--- src/hdl/lcd_pkg.sv ---
package lcd_pkg;

	typedef struct packed {
		logic       rs;
		logic       rw;
		logic [7:0] data;
	} lcd_cmd_t;  // same bit order as the 10-bit lcd bus word

	typedef struct packed {
		logic display_lines;
		logic font;
		logic display_on;
		logic cursor;
		logic blink;
		logic inc_dec;
		logic shift;
	} lcd_cfg_t;

	localparam int CLK_PER_US = 2;

	// init delays in us
	localparam int T_POWERUP    = 500;
	localparam int T_INIT_PULSE = 10;
	localparam int T_WAIT_SHORT = 50;
	localparam int T_WAIT_CLEAR = 200;
	localparam int T_WAIT_ENTRY = 100;

	// per-command transfer timing in us
	localparam int T_E_SETUP = 1;
	localparam int T_E_HIGH  = 13;
	localparam int T_E_LOW   = 13;
	localparam int T_CMD     = 50;

	localparam logic [7:0] LCD_CMD_SET_DDRAM = 8'h80;
	localparam logic [7:0] CHAR_SPACE        = 8'h20;
	localparam int         LINE_CHARS        = 16;

	localparam lcd_cfg_t CFG_RESET = 7'b1010010;  // 2 lines, 5x8, display on, increment

endpackage
--- src/hdl/lcd_cmd_if.sv ---
`timescale 1ns/1ps

interface lcd_cmd_if;
	import lcd_pkg::*;

	logic     valid;
	logic     ready;
	lcd_cmd_t cmd;  // stable while valid is high

	modport requester (
		output valid,
		output cmd,
		input  ready
	);

	modport responder (
		input  valid,
		input  cmd,
		output ready
	);

endinterface

--- src/hdl/lcd_ctrl.sv ---
`timescale 1ns/1ps

module lcd_ctrl (
	input  logic              clk,
	input  logic              arst_n,
	input  lcd_pkg::lcd_cfg_t cfg,
	lcd_cmd_if.responder      cmd_in,
	output logic              init_done,
	output logic              e,
	output logic              rs,
	output logic              rw,
	output logic [7:0]        data
);
	import lcd_pkg::*;

	localparam int PWR_CYC  = T_POWERUP * CLK_PER_US;
	localparam int PULSE    = T_INIT_PULSE * CLK_PER_US;
	localparam int DC_BEG   = PULSE + T_WAIT_SHORT * CLK_PER_US;
	localparam int CL_BEG   = DC_BEG + PULSE + T_WAIT_SHORT * CLK_PER_US;
	localparam int EM_BEG   = CL_BEG + PULSE + T_WAIT_CLEAR * CLK_PER_US;
	localparam int INIT_CYC = EM_BEG + PULSE + T_WAIT_ENTRY * CLK_PER_US;
	localparam int E_RISE   = T_E_SETUP * CLK_PER_US;
	localparam int E_FALL   = E_RISE + T_E_HIGH * CLK_PER_US;
	localparam int E_DONE   = E_FALL + T_E_LOW * CLK_PER_US;
	// the E low half cycle always completes, even with a short T_CMD
	localparam int XFER_CYC = (T_CMD * CLK_PER_US > E_DONE) ? T_CMD * CLK_PER_US : E_DONE;
	localparam int CNT_MAX  = (PWR_CYC > INIT_CYC) ? PWR_CYC : INIT_CYC;
	localparam int CNT_W    = $clog2(((CNT_MAX > XFER_CYC) ? CNT_MAX : XFER_CYC) + 1);

	typedef enum logic [1:0] {ST_POWERUP, ST_INIT, ST_IDLE, ST_XFER} state_t;

	state_t           state;
	logic [CNT_W-1:0] cnt;  // cycle count within the current phase
	int               cnt_i;
	lcd_cfg_t         cfg_q;
	logic             init_e;
	logic [7:0]       init_byte;

	assign cnt_i        = int'(cnt);
	assign cmd_in.ready = (state == ST_IDLE);

	always_comb begin
		init_e    = 1'b0;
		init_byte = 8'h00;  // bus reads 0 between init pulses
		if (cnt_i < PULSE) begin  // function set, 8-bit bus
			init_e    = 1'b1;
			init_byte = {4'b0011, cfg_q.display_lines, cfg_q.font, 2'b00};
		end else if (cnt_i >= DC_BEG && cnt_i < DC_BEG + PULSE) begin  // display on/off
			init_e    = 1'b1;
			init_byte = {5'b00001, cfg_q.display_on, cfg_q.cursor, cfg_q.blink};
		end else if (cnt_i >= CL_BEG && cnt_i < CL_BEG + PULSE) begin  // clear
			init_e    = 1'b1;
			init_byte = 8'h01;
		end else if (cnt_i >= EM_BEG && cnt_i < EM_BEG + PULSE) begin  // entry mode
			init_e    = 1'b1;
			init_byte = {6'b000001, cfg_q.inc_dec, cfg_q.shift};
		end
	end

	always_ff @(posedge clk) begin
		if (state == ST_POWERUP && cnt_i == PWR_CYC - 1)
			cfg_q <= cfg;  // config is frozen for the whole init
	end

	always_ff @(posedge clk or negedge arst_n) begin
		if (!arst_n) begin
			state     <= ST_POWERUP;
			cnt       <= '0;
			init_done <= 1'b0;
			e         <= 1'b0;
			rs        <= 1'b0;
			rw        <= 1'b0;
			data      <= 8'h00;
		end else begin
			case (state)
				ST_POWERUP: begin
					if (cnt_i == PWR_CYC - 1) begin
						cnt   <= '0;
						state <= ST_INIT;
					end else begin
						cnt <= cnt + 1'b1;
					end
				end
				ST_INIT: begin
					e    <= init_e;
					data <= init_byte;
					if (cnt_i == INIT_CYC - 1) begin  // ends inside the entry mode wait
						cnt       <= '0;
						init_done <= 1'b1;
						state     <= ST_IDLE;
					end else begin
						cnt <= cnt + 1'b1;
					end
				end
				ST_IDLE: begin
					if (cmd_in.valid) begin
						rs    <= cmd_in.cmd.rs;
						rw    <= cmd_in.cmd.rw;
						data  <= cmd_in.cmd.data;
						cnt   <= '0;
						state <= ST_XFER;
					end
				end
				ST_XFER: begin
					e <= (cnt_i + 1 >= E_RISE) && (cnt_i + 1 < E_FALL);
					if (cnt_i == XFER_CYC - 1) begin
						rs    <= 1'b0;
						rw    <= 1'b0;
						data  <= 8'h00;
						cnt   <= '0;
						state <= ST_IDLE;
					end else begin
						cnt <= cnt + 1'b1;
					end
				end
			endcase
		end
	end

endmodule

--- src/flat_wrapper.sv ---
// flat-port wrapper written by rule: the top's interface ports become plain ports
module lcd_ctrl_flat import lcd_pkg::*;
  (clk, arst_n, cfg, init_done, e, rs, rw, data, cmd_in_valid, cmd_in_cmd, cmd_in_ready);
  lcd_cmd_if cmd_in_i ();
  input  logic clk;
  input  logic arst_n;
  input  lcd_pkg::lcd_cfg_t cfg;
  output logic init_done;
  output logic e;
  output logic rs;
  output logic rw;
  output logic [7:0] data;
  input wire logic [$bits(cmd_in_i.valid)-1:0] cmd_in_valid;
  input wire logic [$bits(cmd_in_i.cmd)-1:0] cmd_in_cmd;
  output wire logic [$bits(cmd_in_i.ready)-1:0] cmd_in_ready;
  assign cmd_in_i.valid = cmd_in_valid;
  assign cmd_in_i.cmd = cmd_in_cmd;
  assign cmd_in_ready = cmd_in_i.ready;
  lcd_ctrl u_core (.clk(clk), .arst_n(arst_n), .cfg(cfg), .cmd_in(cmd_in_i), .init_done(init_done), .e(e), .rs(rs), .rw(rw), .data(data));
endmodule
--- config.mk ---
export PLATFORM = sky130hd
export DESIGN_NAME = lcd_ctrl_flat
export DESIGN_NICKNAME = d
export VERILOG_FILES = /design/src/hdl/lcd_pkg.sv /design/src/hdl/lcd_cmd_if.sv /design/src/hdl/lcd_ctrl.sv /design/src/flat_wrapper.sv
export SDC_FILE = /design/constraint.sdc
export NUM_CORES = 1
export LEC_CHECK = 0
export ABC_AREA = 1
export BUFFER_PORTS_ARGS = -buffer_cell sky130_fd_sc_hd__buf_2
export CORE_MARGIN = 3
export CORE_UTILIZATION = 37
export CTS_BUF_LIST = sky130_fd_sc_hd__clkbuf_4 sky130_fd_sc_hd__clkbuf_8
export CTS_CLUSTER_SIZE = 25
export DETAILED_ROUTE_END_ITERATION = 8
export HOLD_SLACK_MARGIN = 0.15
export PLACE_DENSITY = 0.6
export SLEW_MARGIN = 5
export SYNTH_ARGS = -nofsm -noshare
export SYNTH_HDL_FRONTEND = slang
export SYNTH_SLANG_ARGS = --single-unit
export TNS_END_PERCENT = 10
--- constraint.sdc ---
create_clock -name clk -period 2 [get_ports clk]
set_clock_uncertainty 0.15 [all_clocks]
set_input_delay 0.4 -clock clk [delete_from_list [all_inputs] [get_ports clk]]
set_output_delay 0.4 -clock clk [all_outputs]
set_load 0.02 [all_outputs]
==> metrics <==
run status completed; vias 1,740; Routed WL 4432 µm; Slew HR 61.51%; RSZ-0062 raised after global routing false; Setup CP Type flip-flop to flip-flop; net count after synthesis 286; WP data arrival 1.90 ns; hold crit path type input pin to flip-flop; Post-synth ARST share 77.42%; CP startpoint kind flip-flop; CP Capture Type flip-flop; maximum clock path buffer count 2; vias in the first global route 1,652; placer congestion estimate 0.8990; area added between synthesis and finish 20.75%; number of endpoints failing setup at the final stage 0; first-pass GRT wire length 7638 µm; synth warn 0; final max-slew violation count 0; io pins 33; Synth top area share 31.73%; fillcell total 500; Setup Fix Bufs, Post-CTS 0; Die Wd 77.53 µm; CTS sink cnt 31; commonest cells in the netlist nand2_1, inv_1, nor2_1; I/O Buffers 32; met3 usage 4.524%; row count 25; All-Layer GR Usage 16.12%; synthesized cell area 1893 µm²; FMAX 0.5467 GHz; Inserted Clock Buffers 5; Antenna diodes 0; minimum clock period 1.829 ns; Avg WL per Cell 11.88 µm; met1 Track Usage GR 22.40%; Total Power 3.071 mW; initial antenna violation count 0; crit-path max FO 9; share of cells above drive strength 1 19.93%; top-count cell post-synth nand2_1; Die Height 77.53 µm; NumNets Final 328; DRT iter0 DRCs 109; FF+latch area 810.8 µm²; DR pass1 iterations 4; global route overflow 0; top post-synthesis cells by area dfrtp_1, nand2_1, edfxtp_1; # Max-Cap Violations 0; Post-synth EDFFs 7; Avg Synthesized Cell Area 7.198 µm²; H-Tree Depth 2; VDD IR max 0.5243 mV; Clk pin slew, worst setup/hold paths 0.06 ns; Sum Neg Setup Slack 0 ns; clk_lat worst skew 0.29 ns; CTS root buf clkbuf_8; CTS tree done; Seq/Total Area, Yosys 42.83%; area of the multi-input gates 917.1 µm²; Cell variety after synth 27; GR peak layer met2; final hold viol count 0; DRC 0; met2 usage 23.66%; half-perimeter wire length after detailed placement 3303 µm; Tcrit/Tclk final 91.46%; predominant post-synthesis flop cell dfrtp_1; worst slew pin tran 0.5774 ns; Synth area leader dfrtp_1; routed vias/inst 4.665; Leakage Power 1.161 nW; power density cells 1343 nW/µm²; Req. time, crit path 2.07 ns; Initial Utilization 39.05%; Detail Route Antenna Nets 0; Yosys reg bits 31; DIE AREA 6011 µm²; pin count of the biggest net entering global routing 25; core area 4848 µm²; Post-Syn Instances 263
-- area by class of cell --
cell class                      instances  share of cell area (%)
Sequential cell                        31                   35.47
Tap cell                               67                   3.667
Inverter                               35                   5.747
Multi-Input combinational cell        191                   40.12
Clock inverter                          1                  0.2189
Timing Repair Buffer                   41                   10.84
Clock buffer                            7                   3.941
-- logic make-up (layout without fill, tap and decap cells) --
kind of cell / count (synthesis) / in the layout / synth area share, %
flip-flops: 31 / 31 / 42.83
XOR/XNOR: 2 / 2 / 0.9255
AO/OA/AOI/OAI: 28 / 28 / 8.262
buffers and inverters: 41 / 84 / 9.253
adder cells (fa/ha/maj): 3 / 3 / 1.983
AND/OR/NAND/NOR: 158 / 158 / 36.75
-- stage by stage --
step	worst slack, ns	cells	cell area (µm²)	hold slack (ns)	util (%)
4_1_cts	0.08977	373	2276	0.2075	46.94
2_1_floorplan	0.3473	263	1893	-0.04559	-
3_3_place_gp	0.09867	357	2101	0.2724	43.33
3_5_place_dp	0.1056	357	2101	0.2770	43.33
6_report	0.1708	373	2286	0.2099	47.15
5_1_grt	0.009214	373	2286	0.2145	47.15
-- path summary, 6_finish.rpt --
path / slack, ns / depth (start not counted) / end / startpoint
setup / recovery: 0.17 / 9 / u_core.state[0] / u_core.cnt[1]
hold / removal: 0.21 / 3 / u_core.data[6] / cmd_in_cmd[6]
setup reg to reg: 0.17 / 9 / u_core.state[0] / u_core.cnt[1]
hold reg to reg: 0.33 / 2 / u_core.rs / u_core.rs
max in group asynchronous: 0.82 / 2 / u_core.cnt[1] / arst_n
min in group asynchronous: 0.49 / 2 / u_core.data[5] / arst_n
-- critical path: stages (launching register included) --
cell,delay (ns)
dfrtp_1,0.44
ha_1,0.24
inv_1,0.09
nor2_4,0.13
nand3_1,0.11
nand2_1,0.16
nand3_4,0.16
nor2_1,0.16
nand2_1,0.07
nand3_1,0.07
-- sequential cells by signal (all words and copies together), names as in the netlist --
register          count
u_core.cfg_q          7
u_core.e              1
u_core.state          2
u_core.rs             1
u_core.rw             1
u_core.data           8
u_core.init_done      1
u_core.cnt           10
-- power breakdown --
group | switching, mW | leakage [nW] | internal (mW) | total, mW
clock | 0.235 | 0.0517 | 0.291 | 0.526
combinational | 0.973 | 0.742 | 0.509 | 1.48
sequential | 0.245 | 0.367 | 0.819 | 1.06
-- layer usage --
layer  part of all wire [%]  wire length (µm)  vias up
met1                     49              2177      776
met2                     44              1971       44
met3                    5.0               220        6
met5                      0                 0        -
li1                       -                 -      914
met4                    1.4                63        0
-- cell usage in the layout (no fill, tap or decap), drive strengths merged --
cell,synthesis,routed
nor3,1,1
clkbuf,1,7
nor2,35,35
dfrtp,24,24
a21boi,2,2
xor2,2,2
edfxtp,7,7
buf,5,33
dlygate4sd3,0,8
inv,35,35
a21oi,4,4
clkinv,0,1
nand2,96,96
nand4,6,6
o22ai,2,2
o21ai,18,18
o21bai,2,2
nand3,20,20
ha,3,3
-- timing repair --
action	CTS	global route
endpoints found under the hold margin	31	0
hold buffers	8	0
endpoints found under the setup margin	0	5
resized for setup	0	2
Power figures use the tool's default switching activity.
