### src/hdl/lcd_pkg.sv
package lcd_pkg;

	typedef struct packed {
		logic       rs;
		logic       rw;
		logic [7:0] data;
	} lcd_cmd_t;  // same bit order as the 10-bit lcd bus word

	typedef struct packed {
		logic display_lines;
		logic font;
		logic display_on;
		logic cursor;
		logic blink;
		logic inc_dec;
		logic shift;
	} lcd_cfg_t;

	localparam int CLK_PER_US = 2;

	// init delays in us
	localparam int T_POWERUP    = 500;
	localparam int T_INIT_PULSE = 10;
	localparam int T_WAIT_SHORT = 50;
	localparam int T_WAIT_CLEAR = 200;
	localparam int T_WAIT_ENTRY = 100;

	// per-command transfer timing in us
	localparam int T_E_SETUP = 1;
	localparam int T_E_HIGH  = 13;
	localparam int T_E_LOW   = 13;
	localparam int T_CMD     = 50;

	localparam logic [7:0] LCD_CMD_SET_DDRAM = 8'h80;
	localparam logic [7:0] CHAR_SPACE        = 8'h20;
	localparam int         LINE_CHARS        = 16;

	localparam lcd_cfg_t CFG_RESET = 7'b1010010;  // 2 lines, 5x8, display on, increment

endpackage
### src/hdl/lcd_cmd_if.sv
`timescale 1ns/1ps

interface lcd_cmd_if;
	import lcd_pkg::*;

	logic     valid;
	logic     ready;
	lcd_cmd_t cmd;  // stable while valid is high

	modport requester (
		output valid,
		output cmd,
		input  ready
	);

	modport responder (
		input  valid,
		input  cmd,
		output ready
	);

endinterface

### src/hdl/lcd_text_refresh.sv
`timescale 1ns/1ps

module lcd_text_refresh (
	input  logic         clk,
	input  logic         arst_n,
	input  logic         buf_we,
	input  logic [3:0]   buf_idx,
	input  logic [7:0]   buf_char,
	input  logic         refresh_start,
	output logic         refresh_busy,
	lcd_cmd_if.requester cmd_out
);
	import lcd_pkg::*;

	logic [7:0] line_buf [LINE_CHARS];
	logic [4:0] seq;  // 0 is the address command, then one step per char
	logic [3:0] char_idx;

	assign char_idx      = 4'(seq - 5'd1);
	assign cmd_out.valid = refresh_busy;
	assign cmd_out.cmd   = (seq == 5'd0) ? {1'b0, 1'b0, LCD_CMD_SET_DDRAM}
	                                     : {1'b1, 1'b0, line_buf[char_idx]};

	always_ff @(posedge clk or negedge arst_n) begin
		if (!arst_n) begin
			for (int i = 0; i < LINE_CHARS; i++)
				line_buf[i] <= CHAR_SPACE;
		end else if (buf_we) begin
			line_buf[buf_idx] <= buf_char;
		end
	end

	always_ff @(posedge clk or negedge arst_n) begin
		if (!arst_n) begin
			refresh_busy <= 1'b0;
			seq          <= '0;
		end else if (!refresh_busy) begin
			if (refresh_start) begin
				refresh_busy <= 1'b1;
				seq          <= '0;
			end
		end else if (cmd_out.valid && cmd_out.ready) begin
			if (seq == 5'(LINE_CHARS))  // last char sent
				refresh_busy <= 1'b0;
			else
				seq <= seq + 1'b1;
		end
	end

endmodule

### src/flat_wrapper.sv
// flat-port wrapper written by rule: the top's interface ports become plain ports
module lcd_text_refresh_flat import lcd_pkg::*;
  (clk, arst_n, buf_we, buf_idx, buf_char, refresh_start, refresh_busy, cmd_out_valid, cmd_out_cmd, cmd_out_ready);
  lcd_cmd_if cmd_out_i ();
  input  logic clk;
  input  logic arst_n;
  input  logic buf_we;
  input  logic [3:0] buf_idx;
  input  logic [7:0] buf_char;
  input  logic refresh_start;
  output logic refresh_busy;
  output wire logic [$bits(cmd_out_i.valid)-1:0] cmd_out_valid;
  output wire logic [$bits(cmd_out_i.cmd)-1:0] cmd_out_cmd;
  input wire logic [$bits(cmd_out_i.ready)-1:0] cmd_out_ready;
  assign cmd_out_valid = cmd_out_i.valid;
  assign cmd_out_cmd = cmd_out_i.cmd;
  assign cmd_out_i.ready = cmd_out_ready;
  lcd_text_refresh u_core (.clk(clk), .arst_n(arst_n), .buf_we(buf_we), .buf_idx(buf_idx), .buf_char(buf_char), .refresh_start(refresh_start), .refresh_busy(refresh_busy), .cmd_out(cmd_out_i));
endmodule
### config.mk
export PLATFORM = sky130hd
export DESIGN_NAME = lcd_text_refresh_flat
export DESIGN_NICKNAME = d
export VERILOG_FILES = /design/src/hdl/lcd_pkg.sv /design/src/hdl/lcd_cmd_if.sv /design/src/hdl/lcd_text_refresh.sv /design/src/flat_wrapper.sv
export SDC_FILE = /design/constraint.sdc
export NUM_CORES = 1
export LEC_CHECK = 0
export BUFFER_PORTS_ARGS = -buffer_cell sky130_fd_sc_hd__buf_2
export CORE_MARGIN = 2
export CORE_UTILIZATION = 55
export DETAILED_ROUTE_END_ITERATION = 8
export PLACE_DENSITY = 0.71
export RECOVER_POWER = 100
export SYNTH_ARGS = -nofsm -noshare
export SYNTH_HDL_FRONTEND = slang
export SYNTH_SLANG_ARGS = --single-unit
### constraint.sdc
create_clock -name clk -period 3.1 [get_ports clk]
set_input_delay 0.155 -clock clk [delete_from_list [all_inputs] [get_ports clk]]
set_output_delay 0.155 -clock clk [all_outputs]
set_load 0.05 [all_outputs]
==> out/metrics.yaml, run 1 <==
job:
  cap_violations: 4
sta:
  period_minus_slack_ns: 2.92
  hold_ws_ns: 0.00934
  clock.fmax_mhz: 343
  slew_violations: 153
  skew_ns: 0.00377
  setup_tns_ns: 0
  setup_viol_count_final: 0
  finalWorstSetupSlack_ns: 0.183
  slew_headroom: -0.529
  hold_viol: 0
  finalCritPeriodShare: 0.941
  max_slew.worst_pin.slew_ns: 2.26
  grt_setup_unrepaired: "false"
global_route:
  grt_max_degree: 135
  grtUsageTotal: 0.234
  grt_pass1_vias: 3912
  grt_pass1_wl_mm: 21.9
  grt_overflow: 0
  antenna_found_initial: 0
floorplanning:
  dieHeight_um: 112
  core_region_area_sq_um: 11400
  die_w_um: 112
  dieArea_sq_um: 12400
  pin_count: 29
  placementRows: 39
  start_util: 0.559
worst_setup_path:
  path_class: "reg2out"
  slowest_delay_ns: 0.45
  reg2reg_depth: 7
  cp.arrival_ns: 2.76
  r2r_start: "u_core.seq[1]$_DFFE_PN0P_"
  start_kind: "flop"
  crit_fanout: 8
  cp_slowest_cell: "dfrtp_1"
  cp-end-kind: "primary output"
  path_cells: "inv_1 > ha_1 > nor2b_1 > o21ai_1 > a31oi_4 > a22oi_1 > a21oi_1 > clkbuf_2"
  rr_endpoint: "u_core.seq[4]$_DFFE_PN0P_"
  r2r_slack_ns: 1.20
  worstPathRequired_ns: 2.94
routing:
  top_layer_used: "met4"
  drt_iter0_drc: 301
  routed-wl-met3_um: 546
  num_vias: 3653
  ant_nets: 0
  vias_per_cell: 6.10
  remaining_drc_errors: 0
  avgRoutedWirePerCell_um: 22.2
  wl_mm: 13.3
  wirelength_met1_mm: 6.00
  wl_met2_mm: 6.41
  drtPass1Iterations: 4
cells_and_area:
  antenna_cells: 0
  regArea_sq_um: 3370
  fillerInstances: 859
  synthToLayoutAreaGrowth_pct: 10.7
  layout_common_cells: "123 x mux2_2, 117 x dfrtp_1, 32 x mux4_2, 17 x clkbuf_16"
  final_nets: 466
  drive_gt1_frac: 0.509
  multi_input_area_sq_um: 2770
  mostFrequentLayoutCell: "mux2_2"
  instances_no_fill: 599
yosys:
  synth_fp_nets: 440
  syn_area_sq_um: 6360
  synth_seq_cells: 134
  syn_inst: 420
  yosysSeqAreaShare: 0.531
  synth_top_cell_area_share: 0.465
  synthTopCellsByArea: "dfrtp_1 46%, mux2_2 22%, mux4_2 11%"
  syn_avg_cell_area_sq_um: 15.1
  synth-warning-count: 0
  ys_types: 35
  yosys.area.top_type: "dfrtp_1"
worst_hold_path:
  hold_depth: 3
  whs_endpoint: "u_core.cmd_out.valid$_DFF_PN0_"
  hp-start: "refresh_start"
  hp-class: "in2reg"
place:
  dp_hpwl_mm: 8.48
  pre_cts_slack_ns: 0.603
  dpl.cell_count: 569
  place.gp.congestion: 0.866
  port_buffers: 27
cts:
  cts_root_buf: "clkbuf_16"
  cts_buffer_depth: 2
  cts_tree: "done"
  cts.sinks: 134
  path_clk_slew_ns: 0.06
  cts.htree.levels: 4
  insertion_delay_ns: 0.42
  cts_buffers: 17
run_status:
  status: "finished with violations"
  violations: "max-capacitance violations, max-slew violations"
power_and_ir_drop:
  p_per_area_nw_per_um2: 1060
  power_leakage_nw: 2.96
  p_total_mw: 7.47
  ir_drop_mv: 0.683
==> routing by layer <==
layer	GRT usage	vias up
li1	-	1623
met1	0.330	1931
met2	0.351	70
met3	0.0610	29
met4	0.0955	0
met5	0	-
==> critical path: cells and delay by family, from the launching register on <==
family          cells  cell delay [ns]
compound gates      4             0.97
buf+inv             2             0.45
flops               1             0.45
fa+ha+maj           1             0.23
simple gates        1             0.24
==> metrics by stage <==
stage | utilization | area [sq um]
6_report | 0.619 | 7040
5_1_grt | 0.619 | 7040
4_1_cts | 0.624 | 7100
3_5_place_dp | 0.578 | 6570
3_3_place_gp | 0.578 | 6570
2_1_floorplan | - | 6360
==> cell usage after synthesis, drive strengths merged <==
cell    instances
dfrtp         118
o22ai           1
nor2           12
dfstp          16
nand3           6
clkbuf         12
mux4           32
xnor2           1
or3b            1
mux2          128
xor2            1
a22oi          17
a21oi          11
nand2          13
nand2b          6
ha              3
nor2b           4
or3             1
a31oi           3
nor4b           1
conb            1
inv             4
o221a           1
buf            14
o21ai           6
nand4           3
nor3            4
==> state kept, by name, summed over array words and instances, names as in the netlist <==
signal	flops
u_core.cmd_out.valid	1
u_core.line_buf	128
u_core.seq	5
==> where the power goes <==
part | switching [mW] | leakage [nW] | internal, mW
combinational | 1.91 | 1.09 | 1.32
sequential | 0.264 | 1.61 | 2.21
clock | 0.686 | 0.261 | 1.08
==> worst max-delay path by stage <==
stage,start,endpoint,cells after the start
6_report,u_core.seq[1]$_DFFE_PN0P_,cmd_out_cmd[6],8
5_1_grt,u_core.seq[0]$_DFFE_PN0P_,cmd_out_cmd[5],8
4_1_cts,u_core.seq[0]$_DFFE_PN0P_,cmd_out_cmd[6],8
3_5_place_dp,u_core.seq[0]$_DFFE_PN0P_,cmd_out_cmd[6],8
3_3_place_gp,u_core.seq[0]$_DFFE_PN0P_,cmd_out_cmd[2],8
2_1_floorplan,u_core.seq[0]$_DFFE_PN0P_,cmd_out_cmd[0],8
==> final cells by class <==
class	count	area share
Sequential cell	134	0.480
Tap cell	143	0.0254
Inverter	4	0.00213
Clock buffer	24	0.0699
Multi-Input combinational cell	256	0.394
Clock inverter	5	0.00356
Timing Repair Buffer	33	0.0254
==> cells by family (layout without fill, tap and decap cells) <==
| group | after synthesis | after routing | share of synthesized area |
|---|---|---|---|
| compound gates | 39 | 39 | 0.0443 |
| simple gates | 51 | 51 | 0.0492 |
| flops | 134 | 134 | 0.531 |
| other cells | 1 | 1 | 0.000590 |
| fa+ha+maj | 3 | 3 | 0.00591 |
| xor+xnor | 2 | 2 | 0.00276 |
| mux | 160 | 160 | 0.340 |
| buf+inv | 30 | 66 | 0.0264 |
==> repair_timing <==
item | CTS | global route
endpoints found under the setup margin | 0 | 6
hold buffers | 1 | 0
hold endpoints to repair | 118 | 0
setup buffers | 0 | 0
gates resized for setup | 0 | 2
Power figures use the tool's default switching activity.
==> inputs of run 2 (changes only) <==
Clock period 3.1 ns to 3.55 ns, I/O delays scaled along.
==> out/metrics.yaml, run 2 (same netlist as run 1, synthesis figures left out) <==
run_status:
  status: "finished with violations"
  violations: "max-capacitance violations, max-slew violations"
routing:
  drt_iter0_drc: 314  # +4.3%
  num_vias: 3722  # +1.9%
  wl_mm: 13.2  # -0.84%
  vias_per_cell: 6.19  # +1.5%
  drtPass1Iterations: 5  # +1
  avgRoutedWirePerCell_um: 21.9  # -1.2%
  ant_nets: 0  # unchanged
  remaining_drc_errors: 0  # unchanged
cts:
  cts_root_buf: "clkbuf_16"
  post_cts.repair.setup_buffers: 0  # unchanged
  path_clk_slew_ns: 0.05  # about the same
  cts.sinks: 134  # unchanged
  cts.htree.levels: 4  # unchanged
  cts_buffer_depth: 2  # unchanged
  insertion_delay_ns: 0.41  # about the same
  cts_buffers: 17  # unchanged
  cts_tree: "done"
floorplanning:
  start_util: 0.559  # unchanged
  pin_count: 29  # unchanged
  core_region_area_sq_um: 11400  # unchanged
  placementRows: 39  # unchanged
  dieArea_sq_um: 12400  # unchanged
  dieHeight_um: 112  # unchanged
  die_w_um: 112  # unchanged
place:
  port_buffers: 27  # unchanged
  pre_cts_slack_ns: 0.677  # +0.0741 ns
  place.gp.congestion: 0.867  # +0.13%
  dpl.cell_count: 568  # -0.18%
  dp_hpwl_mm: 8.51  # +0.40%
sta:
  max_slew.worst_pin.slew_ns: 2.26  # -0.00390 ns
  slew_headroom: -0.527  # +0.00264
  skew_ns: 0.00186  # -0.00192 ns
  finalWorstSetupSlack_ns: 0.274  # +0.0907 ns
  setup_tns_ns: 0  # unchanged
  slew_violations: 97  # -37%
  clock.fmax_mhz: 305
  grt_setup_unrepaired: "false"
  hold_viol: 0  # unchanged
  setup_viol_count_final: 0  # unchanged
  finalCritPeriodShare: 0.923
  period_minus_slack_ns: 3.28
worst_hold_path:
  hp-class: "in2reg"
worst_setup_path:
  path_class: "reg2out"
  r2r_slack_ns: 1.44  # +0.24 ns
  cp-end-kind: "primary output"
  start_kind: "flop"
  cp.arrival_ns: 3.10  # +0.34 ns
  worstPathRequired_ns: 3.37  # +0.43 ns
  crit_fanout: 18  # +10
cells_and_area:
  synthToLayoutAreaGrowth_pct: 12.2
  largest_reg_flops: 128  # unchanged
  antenna_cells: 0  # unchanged
  drive_gt1_frac: 0.520  # +0.0109
  final_nets: 465  # -0.21%
  largest-register: "u_core.line_buf"
  layout_common_cells: "126 x mux2_2, 117 x dfrtp_1, 32 x mux4_2, 17 x clkbuf_16"
  mostFrequentLayoutCell: "mux2_2"
  instances_no_fill: 601  # +0.33%
power_and_ir_drop:
  p_per_area_nw_per_um2: 950  # -11%
  ir_drop_mv: 0.739  # +8.2%
  power_leakage_nw: 2.99  # +0.93%
  p_total_mw: 6.77  # -9.3%
global_route:
  antenna_found_initial: 0  # unchanged
  grtUsageTotal: 0.228  # -0.00553
  grt_overflow: 0  # unchanged
  grt_max_degree: 70  # -48%
  grt_pass1_vias: 3846  # -1.7%
  grt_pass1_wl_mm: 21.4  # -1.9%
job:
  cap_violations: 5  # +1
[run 2: changes by cell type in the layout (fill, tap and decap cells not counted), sizes merged]
cell / before / now
bufinv: 0 / 4
clkbuf: 38 / 33
clkinv: 5 / 4
clkinvlp: 0 / 4
[run 2: routing by layer]
layer,vias to the layer above,GRT usage,wire length [um]
met5,-,0,0
li1,1632,-,-
met3,20,0.0588,492
met4,0,0.0700,240
met2,86,0.359,6560
met1,1984,0.318,5890
[run 2: path summary, 6_finish.rpt]
kind	startpoint	endpoint	depth (start not counted)
setup / recovery	u_core.seq[0]$_DFFE_PN0P_	cmd_out_cmd[6]	7
hold reg to reg	u_core.line_buf[82]$_DFFE_PN0P_	u_core.line_buf[82]$_DFFE_PN0P_	1
setup reg to reg	u_core.seq[0]$_DFFE_PN0P_	u_core.seq[4]$_DFFE_PN0P_	7
min in group asynchronous	arst_n	u_core.line_buf[22]$_DFFE_PN0P_	2
max in group asynchronous	arst_n	u_core.seq[0]$_DFFE_PN0P_	3
hold / removal	refresh_start	u_core.cmd_out.valid$_DFF_PN0_	3
[run 2: per-stage QoR]
step | instance area (sq um) | hold slack (ns) | utilization
2_1_floorplan | 6360 | -0.118 | -
3_3_place_gp | 6580 | 0.343 | 0.578
3_5_place_dp | 6580 | 0.356 | 0.578
4_1_cts | 7210 | 0.0331 | 0.634
5_1_grt | 7130 | 0.0610 | 0.627
6_report | 7130 | 0.0348 | 0.627
[run 2: cell type report]
cell class | instances | area [sq um]
clock buffer | 20 | 447
clock inverter | 12 | 178
fill | 839 | 4240
inverter | 4 | 15.0
multi-input combinational | 256 | 2750
sequential | 134 | 3370
tap | 143 | 179
timing repair buffer | 32 | 185
[run 2: where the power goes]
part	switching (mW)	leakage [nW]	internal (mW)
Combinational	1.58	1.08	1.16
Sequential	0.268	1.61	1.93
Clock	0.646	0.292	1.19
Total	2.49	2.99	4.28
[run 2: timing repair]
item | CTS | global route
hold buffers | 1 | 0
endpoints found under the setup margin | 0 | 1
hold endpoints to repair | 68 | 0
resized for setup | 0 | 1
[run 2: critical path: stages (launching register included)]
cell and delay (ns):
dfrtp_2 0.67, inv_1 0.12, ha_1 0.63, buf_12 0.24, mux4_2 0.32, a22oi_1 0.28, a21oi_1 0.14, clkbuf_2 0.28
