File: src/hdl/axil_pkg.sv
package axil_pkg;

	localparam int AXIL_AW = 4;
	localparam int AXIL_DW = 32;

	localparam logic [1:0] RESP_OKAY   = 2'b00;
	localparam logic [1:0] RESP_SLVERR = 2'b10;

	// register map, byte offsets
	localparam logic [AXIL_AW-1:0] REG_CFG    = 4'h0;
	localparam logic [AXIL_AW-1:0] REG_CMD    = 4'h4;
	localparam logic [AXIL_AW-1:0] REG_STATUS = 4'h8;
	localparam logic [AXIL_AW-1:0] REG_BUF    = 4'hC;

	// fields of REG_BUF
	localparam int BUF_START_BIT = 31;

endpackage

File: src/hdl/lcd_pkg.sv
package lcd_pkg;

	typedef struct packed {
		logic       rs;
		logic       rw;
		logic [7:0] data;
	} lcd_cmd_t;  // same bit order as the 10-bit lcd bus word

	typedef struct packed {
		logic display_lines;
		logic font;
		logic display_on;
		logic cursor;
		logic blink;
		logic inc_dec;
		logic shift;
	} lcd_cfg_t;

	localparam int CLK_PER_US = 2;

	// init delays in us
	localparam int T_POWERUP    = 500;
	localparam int T_INIT_PULSE = 10;
	localparam int T_WAIT_SHORT = 50;
	localparam int T_WAIT_CLEAR = 200;
	localparam int T_WAIT_ENTRY = 100;

	// per-command transfer timing in us
	localparam int T_E_SETUP = 1;
	localparam int T_E_HIGH  = 13;
	localparam int T_E_LOW   = 13;
	localparam int T_CMD     = 50;

	localparam logic [7:0] LCD_CMD_SET_DDRAM = 8'h80;
	localparam logic [7:0] CHAR_SPACE        = 8'h20;
	localparam int         LINE_CHARS        = 16;

	localparam lcd_cfg_t CFG_RESET = 7'b1010010;  // 2 lines, 5x8, display on, increment

endpackage
File: src/hdl/lcd_cmd_if.sv
`timescale 1ns/1ps

interface lcd_cmd_if;
	import lcd_pkg::*;

	logic     valid;
	logic     ready;
	lcd_cmd_t cmd;  // stable while valid is high

	modport requester (
		output valid,
		output cmd,
		input  ready
	);

	modport responder (
		input  valid,
		input  cmd,
		output ready
	);

endinterface

File: src/hdl/axil_lcd_regs.sv
`timescale 1ns/1ps

module axil_lcd_regs (
	input  logic                            clk,
	input  logic                            arst_n,
	input  logic [axil_pkg::AXIL_AW-1:0]    awaddr,
	input  logic                            awvalid,
	output logic                            awready,
	input  logic [axil_pkg::AXIL_DW-1:0]    wdata,
	input  logic [axil_pkg::AXIL_DW/8-1:0]  wstrb,
	input  logic                            wvalid,
	output logic                            wready,
	output logic [1:0]                      bresp,
	output logic                            bvalid,
	input  logic                            bready,
	input  logic [axil_pkg::AXIL_AW-1:0]    araddr,
	input  logic                            arvalid,
	output logic                            arready,
	output logic [axil_pkg::AXIL_DW-1:0]    rdata,
	output logic [1:0]                      rresp,
	output logic                            rvalid,
	input  logic                            rready,
	output lcd_pkg::lcd_cfg_t               cfg,
	input  logic                            init_done,
	lcd_cmd_if.requester                    cmd_out,
	output logic                            buf_we,
	output logic [3:0]                      buf_idx,
	output logic [7:0]                      buf_char,
	output logic                            refresh_start,
	input  logic                            refresh_busy
);
	import axil_pkg::*;
	import lcd_pkg::*;

	logic     cmd_pending;
	lcd_cmd_t cmd_q;
	logic     wr_hs;
	logic     rd_hs;

	assign wr_hs         = awready && awvalid && wvalid;
	assign rd_hs         = arready && arvalid;
	assign cmd_out.valid = cmd_pending;
	assign cmd_out.cmd   = cmd_q;

	always_ff @(posedge clk or negedge arst_n) begin
		if (!arst_n) begin
			awready       <= 1'b0;
			wready        <= 1'b0;
			bvalid        <= 1'b0;
			cfg           <= CFG_RESET;
			cmd_pending   <= 1'b0;
			buf_we        <= 1'b0;
			refresh_start <= 1'b0;
		end else begin
			buf_we        <= 1'b0;
			refresh_start <= 1'b0;
			if (cmd_out.valid && cmd_out.ready)
				cmd_pending <= 1'b0;
			if (bvalid && bready)
				bvalid <= 1'b0;
			awready <= awvalid && wvalid && !awready && !bvalid;  // one-cycle pulse
			wready  <= awvalid && wvalid && !awready && !bvalid;
			if (wr_hs) begin
				bvalid <= 1'b1;
				bresp  <= RESP_OKAY;
				case (awaddr)
					REG_CFG: begin
						if (wstrb[0])
							cfg <= lcd_cfg_t'(wdata[6:0]);
					end
					REG_CMD: begin
						if (cmd_pending) begin
							bresp <= RESP_SLVERR;  // previous command not yet sent
						end else begin
							cmd_q       <= lcd_cmd_t'(wdata[9:0]);
							cmd_pending <= 1'b1;
						end
					end
					REG_BUF: begin
						if (refresh_busy) begin
							bresp <= RESP_SLVERR;
						end else begin
							buf_we        <= 1'b1;
							buf_idx       <= wdata[11:8];
							buf_char      <= wdata[7:0];
							refresh_start <= wdata[BUF_START_BIT];
						end
					end
					default: bresp <= RESP_SLVERR;  // status is read only
				endcase
			end
		end
	end

	always_ff @(posedge clk or negedge arst_n) begin
		if (!arst_n) begin
			arready <= 1'b0;
			rvalid  <= 1'b0;
		end else begin
			arready <= arvalid && !arready && !rvalid;
			if (rvalid && rready)
				rvalid <= 1'b0;
			if (rd_hs) begin
				rvalid <= 1'b1;
				rresp  <= RESP_OKAY;
				case (araddr)
					REG_CFG:    rdata <= AXIL_DW'(cfg);
					REG_STATUS: rdata <= AXIL_DW'({refresh_busy, cmd_pending, init_done});
					default: begin  // write-only or unmapped
						rdata <= '0;
						rresp <= RESP_SLVERR;
					end
				endcase
			end
		end
	end

endmodule

File: src/flat_wrapper.sv
// flat-port wrapper written by rule: the top's interface ports become plain ports
module axil_lcd_regs_flat import axil_pkg::*; import lcd_pkg::*;
  (clk, arst_n, awaddr, awvalid, awready, wdata, wstrb, wvalid, wready, bresp, bvalid, bready, araddr, arvalid, arready, rdata, rresp, rvalid, rready, cfg, init_done, buf_we, buf_idx, buf_char, refresh_start, refresh_busy, cmd_out_valid, cmd_out_cmd, cmd_out_ready);
  lcd_cmd_if cmd_out_i ();
  input  logic clk;
  input  logic arst_n;
  input  logic [axil_pkg::AXIL_AW-1:0] awaddr;
  input  logic awvalid;
  output logic awready;
  input  logic [axil_pkg::AXIL_DW-1:0] wdata;
  input  logic [axil_pkg::AXIL_DW/8-1:0] wstrb;
  input  logic wvalid;
  output logic wready;
  output logic [1:0] bresp;
  output logic bvalid;
  input  logic bready;
  input  logic [axil_pkg::AXIL_AW-1:0] araddr;
  input  logic arvalid;
  output logic arready;
  output logic [axil_pkg::AXIL_DW-1:0] rdata;
  output logic [1:0] rresp;
  output logic rvalid;
  input  logic rready;
  output lcd_pkg::lcd_cfg_t cfg;
  input  logic init_done;
  output logic buf_we;
  output logic [3:0] buf_idx;
  output logic [7:0] buf_char;
  output logic refresh_start;
  input  logic refresh_busy;
  output wire logic [$bits(cmd_out_i.valid)-1:0] cmd_out_valid;
  output wire logic [$bits(cmd_out_i.cmd)-1:0] cmd_out_cmd;
  input wire logic [$bits(cmd_out_i.ready)-1:0] cmd_out_ready;
  assign cmd_out_valid = cmd_out_i.valid;
  assign cmd_out_cmd = cmd_out_i.cmd;
  assign cmd_out_i.ready = cmd_out_ready;
  axil_lcd_regs u_core (.clk(clk), .arst_n(arst_n), .awaddr(awaddr), .awvalid(awvalid), .awready(awready), .wdata(wdata), .wstrb(wstrb), .wvalid(wvalid), .wready(wready), .bresp(bresp), .bvalid(bvalid), .bready(bready), .araddr(araddr), .arvalid(arvalid), .arready(arready), .rdata(rdata), .rresp(rresp), .rvalid(rvalid), .rready(rready), .cfg(cfg), .init_done(init_done), .cmd_out(cmd_out_i), .buf_we(buf_we), .buf_idx(buf_idx), .buf_char(buf_char), .refresh_start(refresh_start), .refresh_busy(refresh_busy));
endmodule
File: config.mk
export PLATFORM = sky130hd
export DESIGN_NAME = axil_lcd_regs_flat
export DESIGN_NICKNAME = d
export VERILOG_FILES = /design/src/hdl/axil_pkg.sv /design/src/hdl/lcd_pkg.sv /design/src/hdl/lcd_cmd_if.sv /design/src/hdl/axil_lcd_regs.sv /design/src/flat_wrapper.sv
export SDC_FILE = /design/constraint.sdc
export NUM_CORES = 1
export LEC_CHECK = 0
export BUFFER_PORTS_ARGS = -buffer_cell sky130_fd_sc_hd__clkbuf_2
export CAP_MARGIN = 20
export CORE_MARGIN = 2
export CORE_UTILIZATION = 40
export CTS_CLUSTER_DIAMETER = 200
export DETAILED_ROUTE_END_ITERATION = 8
export PLACE_DENSITY = 0.78
export SETUP_SLACK_MARGIN = 0.5
export SLEW_MARGIN = 0
export SYNTH_ARGS = -nofsm -noshare
export SYNTH_HDL_FRONTEND = slang
export SYNTH_SLANG_ARGS = --single-unit
File: constraint.sdc
create_clock -name clk -period 2.18 [get_ports clk]
set_input_delay 0.436 -clock clk [delete_from_list [all_inputs] [get_ports clk]]
set_output_delay 0.436 -clock clk [all_outputs]
set_load 0.01 [all_outputs]
==> results of run 1 <==
## cell type report
type,count,area [um2]
Tap cell,52,65.1
Clock buffer,5,68.8
Clock inverter,3,25.0
Multi-Input combinational cell,68,437
Sequential cell,45,1280
Timing Repair Buffer,81,418
Fill cell,406,2070
Inverter,3,11.3
## layout by cell type, fill, tap and decap left out, drive strengths merged, types with 2 or more instances in the layout
cell    synthesis  final
and3            2      2
inv             3      4
buf            28      3
dfstp           3      3
o21ai           3      3
and2            5      5
mux2            7      7
nor2            5      5
nand3           2      2
edfxtp         31     31
nand2           3      3
conb            1     27
mux2i           4      4
dfrtp          11     11
clkbuf          1     82
## power breakdown
part           total (mW)  switching, mW  internal [mW]
logic               0.123         0.0753         0.0478
registers           0.944         0.0121          0.932
clock network       0.516          0.285          0.231
total                1.58          0.372           1.21
## kinds of logic after synthesis
family | synth area share [%]
multiplexers | 6.45
buffers and inverters | 12.2
other | 0.203
AO/OA/AOI/OAI | 1.09
flip-flops | 69.7
AND/OR/NAND/NOR | 10.3
## worst reg2reg max path, delay by kind of cell (launching register included)
family / cells / cell delay, ps
flip-flops: 1 / 450
buffers and inverters: 2 / 320
AND/OR/NAND/NOR: 2 / 330
## Yosys cell counts (all sizes together)
| cell type | n |
|---|---|
| inv | 3 |
| a21oi | 1 |
| or3 | 1 |
| and2 | 5 |
| clkbuf | 1 |
| edfxtp | 31 |
| dfrtp | 11 |
| and3b | 1 |
| and4b | 1 |
| nor2 | 5 |
| nand2 | 3 |
| conb | 1 |
| nor3 | 1 |
| nor4b | 1 |
| nor4 | 1 |
| nand3 | 2 |
| nand4 | 1 |
| o21ai | 3 |
| and3 | 2 |
| nand4b | 1 |
| dfstp | 3 |
| buf | 28 |
| nor3b | 1 |
| mux2 | 7 |
| mux2i | 4 |
## timing repair
action                                  CTS  global route
hold buffers                              1             0
gates resized for setup                   0             0
endpoints found under the setup margin    0             0
hold endpoints to repair                  6             0
## registers in the layout, indices dropped and copies added, names as in the netlist
signal / cells
u_core.arready: 1
u_core.awready: 1
u_core.bresp: 1
u_core.buf_char: 8
u_core.buf_idx: 4
u_core.buf_we: 1
u_core.bvalid: 1
u_core.cfg: 7
u_core.cmd_out.cmd: 10
u_core.cmd_out.valid: 1
u_core.rdata: 7
u_core.refresh_start: 1
u_core.rresp: 1
u_core.rvalid: 1
## per-stage QoR
step | power, mW | utilization [%] | setup WS [ps] | area, um2 | hold slack [ps]
detailed placement | 1.08 | 50.3 | 524 | 2210 | 298
global placement | 1.08 | 50.3 | 564 | 2210 | 300
global route | 1.65 | 52.7 | 695 | 2310 | 123
CTS | 1.60 | 52.7 | 750 | 2310 | 124
finish | 1.58 | 52.7 | 772 | 2310 | 128
floorplan | 1.05 | - | 521 | 1950 | 140
## metal layers
metal	vias up	share of wire [%]	track usage (%)	wire, um
met3	6	9.3	3.94	319
met5	-	0	0	0
met1	520	43	16.4	1480
li1	538	-	-	-
met4	0	1.7	5.66	59
met2	79	46	21.8	1560
## path summary, 6_finish.rpt
path	cells after the start	endpoint	start	slack, ps
setup reg to reg	4	u_core.buf_char[7]$_DFFE_PP_	u_core.awready$_DFF_PN0_	780
hold reg to reg	1	u_core.arready$_DFF_PN0_	u_core.rvalid$_DFFE_PN0P_	460
min in group clk	1	u_core.buf_idx[2]$_DFFE_PP_	wdata[10]	310
setup / recovery	1	cfg[1]	u_core.cfg[1]$_DFFE_PN1P_	770
hold / removal	2	u_core.cfg[3]$_DFFE_PN0P_	arst_n	130
max in group asynchronous	2	u_core.arready$_DFF_PN0_	arst_n	1320
==> impl_metrics.env, run 1 <==
export IMPL_clock_latency_ps=290
export IMPL_layout_drive_gt1_share_pct=50.2
export IMPL_nNetsFinal=258
export IMPL_wl_per_cell_um=13.3
export IMPL_cts_htree_levels=2
export IMPL_cellPowerDensity_nw_per_um2=685
export IMPL_grt_first_pass_wirelength_um=5000
export IMPL_slowest_delay_ps=550
export IMPL_grt_start_max_net_pins=17
export IMPL_die_width_um=71.9
export IMPL_syn_to_final_growth_pct=25.3
export IMPL_ys_seq_area_share_pct=69.7
export IMPL_drv_cap=0
export IMPL_grt_total_usage_pct=13.3
export IMPL_wl_um=3410
export IMPL_clkTransAtPathRegs_ps=90
export IMPL_portBuffers=77
export IMPL_synth_cell_types=26
export IMPL_syn_inst=119
export IMPL_min_path_type="in -> async"
export IMPL_crit_type="reg -> out"
export IMPL_ys_warn_count=0
export IMPL_cp_data_arrival_time_ps=970
export IMPL_dp_cells=248
export IMPL_crit_fanout=3
export IMPL_rsz0062_at_grt="no"
export IMPL_rows=24
export IMPL_io_pins=127
export IMPL_fp_coreArea_um2=4380
export IMPL_first_pass_iters=4
export IMPL_start_util_pct=42.0
export IMPL_status="finished, final reports clean"
export IMPL_antenna_found_initial=0
export IMPL_postCtsSetupRepairBufs=0
export IMPL_drc=0
export IMPL_root_buffer="clkbuf_8"
export IMPL_fmax_mhz=710
export IMPL_hpwlAfterDp_um=2680
export IMPL_grt_overflow_total=0
export IMPL_grt_pass1_vias=1054
export IMPL_cts_buffers=5
export IMPL_synth_top_cells_by_area="edfxtp_1 51%, dfrtp_1 15%, buf_4 11%"
export IMPL_leakagePower_nw=1.12
export IMPL_dieArea_um2=5170
export IMPL_gp_congestion=0.744
export IMPL_syn_area_um2=1840
export IMPL_syn_avg_cell_area_um2=15.5
export IMPL_worst_clock_skew_ps=4.47
export IMPL_drv_slew=0
export IMPL_finalCritPeriodShare_pct=64.6
export IMPL_worstPathCellList="clkbuf_2"
export IMPL_cts_tree="yes"
export IMPL_ant_nets=0
export IMPL_clock_sinks=45
export IMPL_final_hold_viol_count=0
export IMPL_worst_path_dominant_cell_family="flip-flops"
export IMPL_antenna_cells=0
export IMPL_setup_tns_ps=0
export IMPL_vias=1143
export IMPL_critPathSlowestCell="dfstp_2"
export IMPL_cp_end_kind="primary output"
export IMPL_drt_initial_drc_count=61
export IMPL_critPathBufInv=1
export IMPL_start_kind="flop"
export IMPL_fin_cells=257
export IMPL_dieHeight_um=71.9
export IMPL_synth_top_cell_area_share_pct=50.5
export IMPL_vias_per_cell=4.45
export IMPL_max_vdd_ir_drop_uv=252
export IMPL_setup_violations=0
export IMPL_required_ps=1740
export IMPL_synth_top_area_cell="edfxtp_1"
export IMPL_ys_seq_elements=45
export IMPL_timing_final_crit_period_ps=1410
export IMPL_cts_buffer_depth=2
Note: power is estimated with default switching activity, not from simulation.
==> inputs of run 2 (changes only) <==
==> constraint.sdc (replaced) <==
create_clock -name clk -period 1.45 [get_ports clk]
set_input_delay 0.29 -clock clk [delete_from_list [all_inputs] [get_ports clk]]
set_output_delay 0.29 -clock clk [all_outputs]
set_load 0.01 [all_outputs]
==> impl_metrics.env, run 2 (same netlist as run 1, synthesis figures left out) <==
export IMPL_status="finished, final reports clean"
export IMPL_grt_first_pass_wirelength_um=5660
export IMPL_drv_slew=0
export IMPL_grt_total_usage_pct=14.7
export IMPL_switching_power_mw=0.553
export IMPL_p_int_mw=2.05
export IMPL_antenna_found_initial=0
export IMPL_reg2reg_slack_ps=160
export IMPL_clock_latency_ps=290
export IMPL_start_util_pct=42.0
export IMPL_power_mw=2.60
export IMPL_nNetsFinal=276
export IMPL_grt_start_max_net_pins=15
export IMPL_final_common_cell="clkbuf_2"
export IMPL_hpwlAfterDp_um=2670
export IMPL_drt_initial_drc_count=77
export IMPL_layout_drive_gt1_share_pct=58.3
export IMPL_grt_pass1_vias=1173
export IMPL_finalCritPeriodShare_pct=89.3
export IMPL_first_pass_iters=4
export IMPL_stdcell_area_um2=2610
export IMPL_cts_tree="yes"
export IMPL_grt_overflow_total=0
export IMPL_antenna_cells=0
export IMPL_setup_tns_ps=0
export IMPL_r2r_end="u_core.cfg[0]$_DFFE_PN0P_"
export IMPL_wl_um=3770
export IMPL_vias=1250
export IMPL_rows=24
export IMPL_clkTransAtPathRegs_ps=80
export IMPL_min_path_type="in -> async"
export IMPL_cts_buffer_depth=2
export IMPL_vias_per_cell=4.55
export IMPL_dieArea_um2=5170
export IMPL_swShare_pct=21.3
export IMPL_cellPowerDensity_nw_per_um2=995
export IMPL_cp_end_kind="flop"
export IMPL_io_pins=127
export IMPL_rr_worst_depth=3
export IMPL_fmax_mhz=772
export IMPL_drc=0
export IMPL_clkPwrFrac_pct=34.9
export IMPL_reg2reg_from="u_core.awready$_DFF_PN0_"
export IMPL_drv_cap=0
export IMPL_cts_buffers=5
export IMPL_max_vdd_ir_drop_uv=512
export IMPL_required_ps=1620
export IMPL_dieHeight_um=71.9
export IMPL_p_comb_share_pct=10.6
export IMPL_start_kind="flop"
export IMPL_p_seq_share_pct=54.5
export IMPL_ant_nets=0
export IMPL_final_cell_mix="69 x clkbuf_2, 31 x edfxtp_1, 27 x conb_1"
export IMPL_crit_end="u_core.cfg[0]$_DFFE_PN0P_"
export IMPL_portBuffers=77
export IMPL_syn_to_final_growth_pct=41.8
export IMPL_fp_coreArea_um2=4380
export IMPL_final_hold_viol_count=0
export IMPL_utilization_pct=59.6
export IMPL_cp_startpoint="u_core.awready$_DFF_PN0_"
export IMPL_die_width_um=71.9
export IMPL_clock_sinks=45
export IMPL_leakagePower_nw=1.24
export IMPL_rsz0062_at_grt="yes"
export IMPL_timing_final_crit_period_ps=1290
export IMPL_wl_per_cell_um=13.7
export IMPL_cts_htree_levels=2
export IMPL_largest_reg_flops=10
export IMPL_crit_fanout=7
export IMPL_crit_type="reg -> reg"
export IMPL_worst_clock_skew_ps=10.6
export IMPL_root_buffer="clkbuf_8"
export IMPL_setup_violations=0
export IMPL_place_area_um2=2240
export IMPL_cp_data_arrival_time_ps=1470
export IMPL_gp_congestion=0.783
-- run 2: how the worst min path moves through the flow --
| stage | startpoint | end | slack (ps) | depth (start not counted) |
|---|---|---|---|---|
| floorplan | arst_n | u_core.arready$_DFF_PN0_ | -6 | 0 |
| global placement | arst_n | u_core.rvalid$_DFFE_PN0P_ | 320 | 2 |
| detailed placement | arst_n | u_core.rvalid$_DFFE_PN0P_ | 310 | 2 |
| CTS | arst_n | u_core.cfg[6]$_DFFE_PN1P_ | 120 | 2 |
| global route | arst_n | u_core.cfg[4]$_DFFE_PN1P_ | 120 | 2 |
| finish | arst_n | u_core.cfg[4]$_DFFE_PN1P_ | 120 | 2 |
-- run 2: per-stage QoR --
| step | cells | hold WS [ps] | worst slack (ps) |
|---|---|---|---|
| finish | 275 | 118 | 155 |
| global route | 275 | 123 | 102 |
| CTS | 271 | 121 | 159 |
| detailed placement | 247 | 315 | 75.3 |
| global placement | 247 | 318 | 80.3 |
| floorplan | 145 | -5.59 | 12.7 |
-- run 2: power by group through the flow --
stage | Combinational, mW | Clock (mW) | Sequential, mW
after floorplan | 0.128 | 0 | 1.46
after global placement | 0.186 | 0 | 1.45
after detailed placement | 0.190 | 0 | 1.45
after CTS | 0.242 | 0.931 | 1.41
after global routing | 0.300 | 0.980 | 1.42
final | 0.276 | 0.908 | 1.42
-- run 2: cell type report --
cell class / instances / area (um2)
inverter: 3 / 11.3
fill: 386 / 1770
clock buffer: 6 / 72.6
clock inverter: 2 / 35.0
tap: 52 / 65.1
sequential: 45 / 1290
timing repair buffer: 98 / 647
multi-input combinational: 69 / 495
-- run 2: critical path, cell delays in order (launching register included) --
cell and delay [ps]:
dfrtp_2 440, and4b_2 250, nand4b_4 150, mux2_2 350
-- run 2: layer usage --
layer	GRT usage [%]	vias to the layer above	wire length (um)
met1	18.8	596	1480
met4	5.66	0	51
met2	23.9	78	1830
met5	0	-	0
li1	-	570	-
met3	4.08	6	404
-- run 2: timing repair --
| item | 4_1_cts | 5_1_grt |
|---|---|---|
| pin swaps | 2 | 3 |
| setup buffers | 13 | 4 |
| setup endpoints to repair | 86 | 99 |
| cloned | 1 | 0 |
| endpoints found under the hold margin | 4 | 0 |
| hold buffers | 2 | 0 |
| gates resized for setup | 6 | 25 |
==> inputs of run 3 (changes only) <==
==> constraint.sdc (replaced) <==
create_clock -name clk -period 1.3 [get_ports clk]
set_input_delay 0.13 -clock clk [delete_from_list [all_inputs] [get_ports clk]]
set_output_delay 0.13 -clock clk [all_outputs]
set_load 0.01 [all_outputs]
==> impl_metrics.env, run 3 (same netlist as run 1, synthesis figures left out) <==
export IMPL_leakagePower_nw=1.25
export IMPL_root_buffer="clkbuf_8"
export IMPL_power_mw=2.77
export IMPL_rr_worst_depth=3
export IMPL_die_width_um=71.9
export IMPL_final_cell_mix="38 x buf_2, 33 x clkbuf_2, 31 x edfxtp_1"
export IMPL_hold_ws_ps=13.4
export IMPL_drc=0
export IMPL_layout_drive_gt1_share_pct=61.2
export IMPL_start_kind="flop"
export IMPL_cellPowerDensity_nw_per_um2=1040
export IMPL_grt_overflow_total=0
export IMPL_hp_start="cmd_out_ready"
export IMPL_final_hold_viol_count=0
export IMPL_ant_nets=0
export IMPL_required_ps=1480
export IMPL_timing_final_crit_period_ps=1300
export IMPL_fin_cells=279
export IMPL_portBuffers=77
export IMPL_setup_ws_ps=-2.86
export IMPL_violations="negative setup slack"
export IMPL_final_common_cell="buf_2"
export IMPL_reg2reg_slack_ps=-3
export IMPL_cts_buffers=5
export IMPL_clock_sinks=45
export IMPL_largest_reg_flops=10
export IMPL_vias_per_cell=4.54
export IMPL_dp_cells=251
export IMPL_grt_total_usage_pct=14.8
export IMPL_grt_first_pass_wirelength_um=5550
export IMPL_gp_congestion=0.719
export IMPL_wl_met2_um=2020
export IMPL_drv_slew=0
export IMPL_first_pass_iters=4
export IMPL_cts_tree="yes"
export IMPL_grt_start_max_net_pins=16
export IMPL_hpwlAfterDp_um=2690
export IMPL_r2r_end="u_core.cfg[3]$_DFFE_PN0P_"
export IMPL_clkTransAtPathRegs_ps=80
export IMPL_stdcell_area_um2=2660
export IMPL_fmax_mhz=768
export IMPL_syn_to_final_growth_pct=44.3
export IMPL_setup_violations=2
export IMPL_start_util_pct=42.0
export IMPL_wl_per_cell_um=13.9
export IMPL_crit_fanout=7
export IMPL_clock_latency_ps=300
export IMPL_finalCritPeriodShare_pct=100
export IMPL_vias=1268
export IMPL_wl_um=3880
export IMPL_fp_coreArea_um2=4380
export IMPL_rows=24
export IMPL_max_vdd_ir_drop_uv=496
export IMPL_wl_met3_um=377
export IMPL_cp_data_arrival_time_ps=1480
export IMPL_antenna_found_initial=0
export IMPL_drt_initial_drc_count=46
export IMPL_cts_buffer_depth=2
export IMPL_antenna_cells=0
export IMPL_worst_pin_slew_ps=536
export IMPL_crit_type="reg -> reg"
export IMPL_slew_headroom_pct=64.1
export IMPL_io_pins=127
export IMPL_reg2reg_from="u_core.awready$_DFF_PN0_"
export IMPL_dieHeight_um=71.9
export IMPL_dieArea_um2=5170
export IMPL_grt_pass1_vias=1173
export IMPL_wl_met1_um=1430
export IMPL_cts_htree_levels=2
export IMPL_top_layer="met4"
export IMPL_status="finished with violations"
export IMPL_min_path_type="in -> reg"
export IMPL_min_to="u_core.cmd_out.valid$_DFF_PN0_"
export IMPL_rsz0062_at_grt="yes"
export IMPL_worst_clock_skew_ps=7.58
export IMPL_place_area_um2=2260
export IMPL_drv_cap=0
export IMPL_min_path_cells=2
export IMPL_cp_end_kind="flop"
export IMPL_nNetsFinal=280
export IMPL_utilization_pct=60.6
==> run 3: cell count changes in the layout (fill, tap and decap cells not counted), sizes merged <==
cell	change
clkbuf	-36
clkinv	+1
dlygate4sd3	+4
dlymetal6s4s	-1
buf	+37
bufinv	-1
==> run 3: worst max path at each step <==
stage | start | endpoint
finish | u_core.awready$_DFF_PN0_ | u_core.cfg[3]$_DFFE_PN0P_
global route | u_core.awready$_DFF_PN0_ | u_core.cfg[2]$_DFFE_PN0P_
CTS | u_core.awready$_DFF_PN0_ | u_core.cfg[3]$_DFFE_PN0P_
detailed placement | u_core.awready$_DFF_PN0_ | u_core.cmd_out.cmd[7]$_DFFE_PP_
global placement | u_core.awready$_DFF_PN0_ | u_core.cmd_out.cmd[7]$_DFFE_PP_
floorplan | u_core.awready$_DFF_PN0_ | u_core.cmd_out.cmd[0]$_DFFE_PP_
==> run 3: through the flow <==
| stage | setup slack (ps) | TNS [ps] |
|---|---|---|
| 2_1_floorplan | -137 | -1370 |
| 6_report | -2.86 | -2.87 |
| 3_3_place_gp | -4.34 | -29.0 |
| 4_1_cts | 15.9 | 0 |
| 3_5_place_dp | -43.4 | -358 |
| 5_1_grt | -36.4 | -299 |
==> run 3: power by group <==
part | internal [mW] | total, mW | switching (mW) | leakage (nW)
sequential | 1.56 | 1.58 | 0.0184 | 0.459
clock | 0.430 | 0.881 | 0.451 | 0.0512
combinational | 0.146 | 0.310 | 0.165 | 0.743
total | 2.14 | 2.77 | 0.634 | 1.25
==> run 3: area by class of cell <==
cell class	instances	area (um2)
fillers	356	1730
flip-flops and latches	45	1290
repair buffers	102	661
multi-input cells	69	539
clock buffers	6	82.6
well taps	52	65.1
clock inverters	2	13.8
inverters	3	11.3
==> run 3: layer usage <==
| metal | vias to the layer above | GRT usage, % |
|---|---|---|
| met3 | 5 | 5.06 |
| met1 | 600 | 16.5 |
| met4 | 0 | 6.92 |
| met5 | - | 0 |
| met2 | 81 | 25.3 |
| li1 | 582 | - |
==> run 3: what timing repair did <==
item	in CTS	in global routing
endpoints found under the hold margin	17	11
cloned	1	0
buffers inserted	7	7
hold buffers	3	2
pin swaps	7	6
resized for setup	10	69
endpoints found under the setup margin	97	99
==> run 3: critical path: stages (launching register included) <==
cell	delay, ps
dfrtp_2	430
and4b_2	250
nand4b_4	160
mux2_2	350
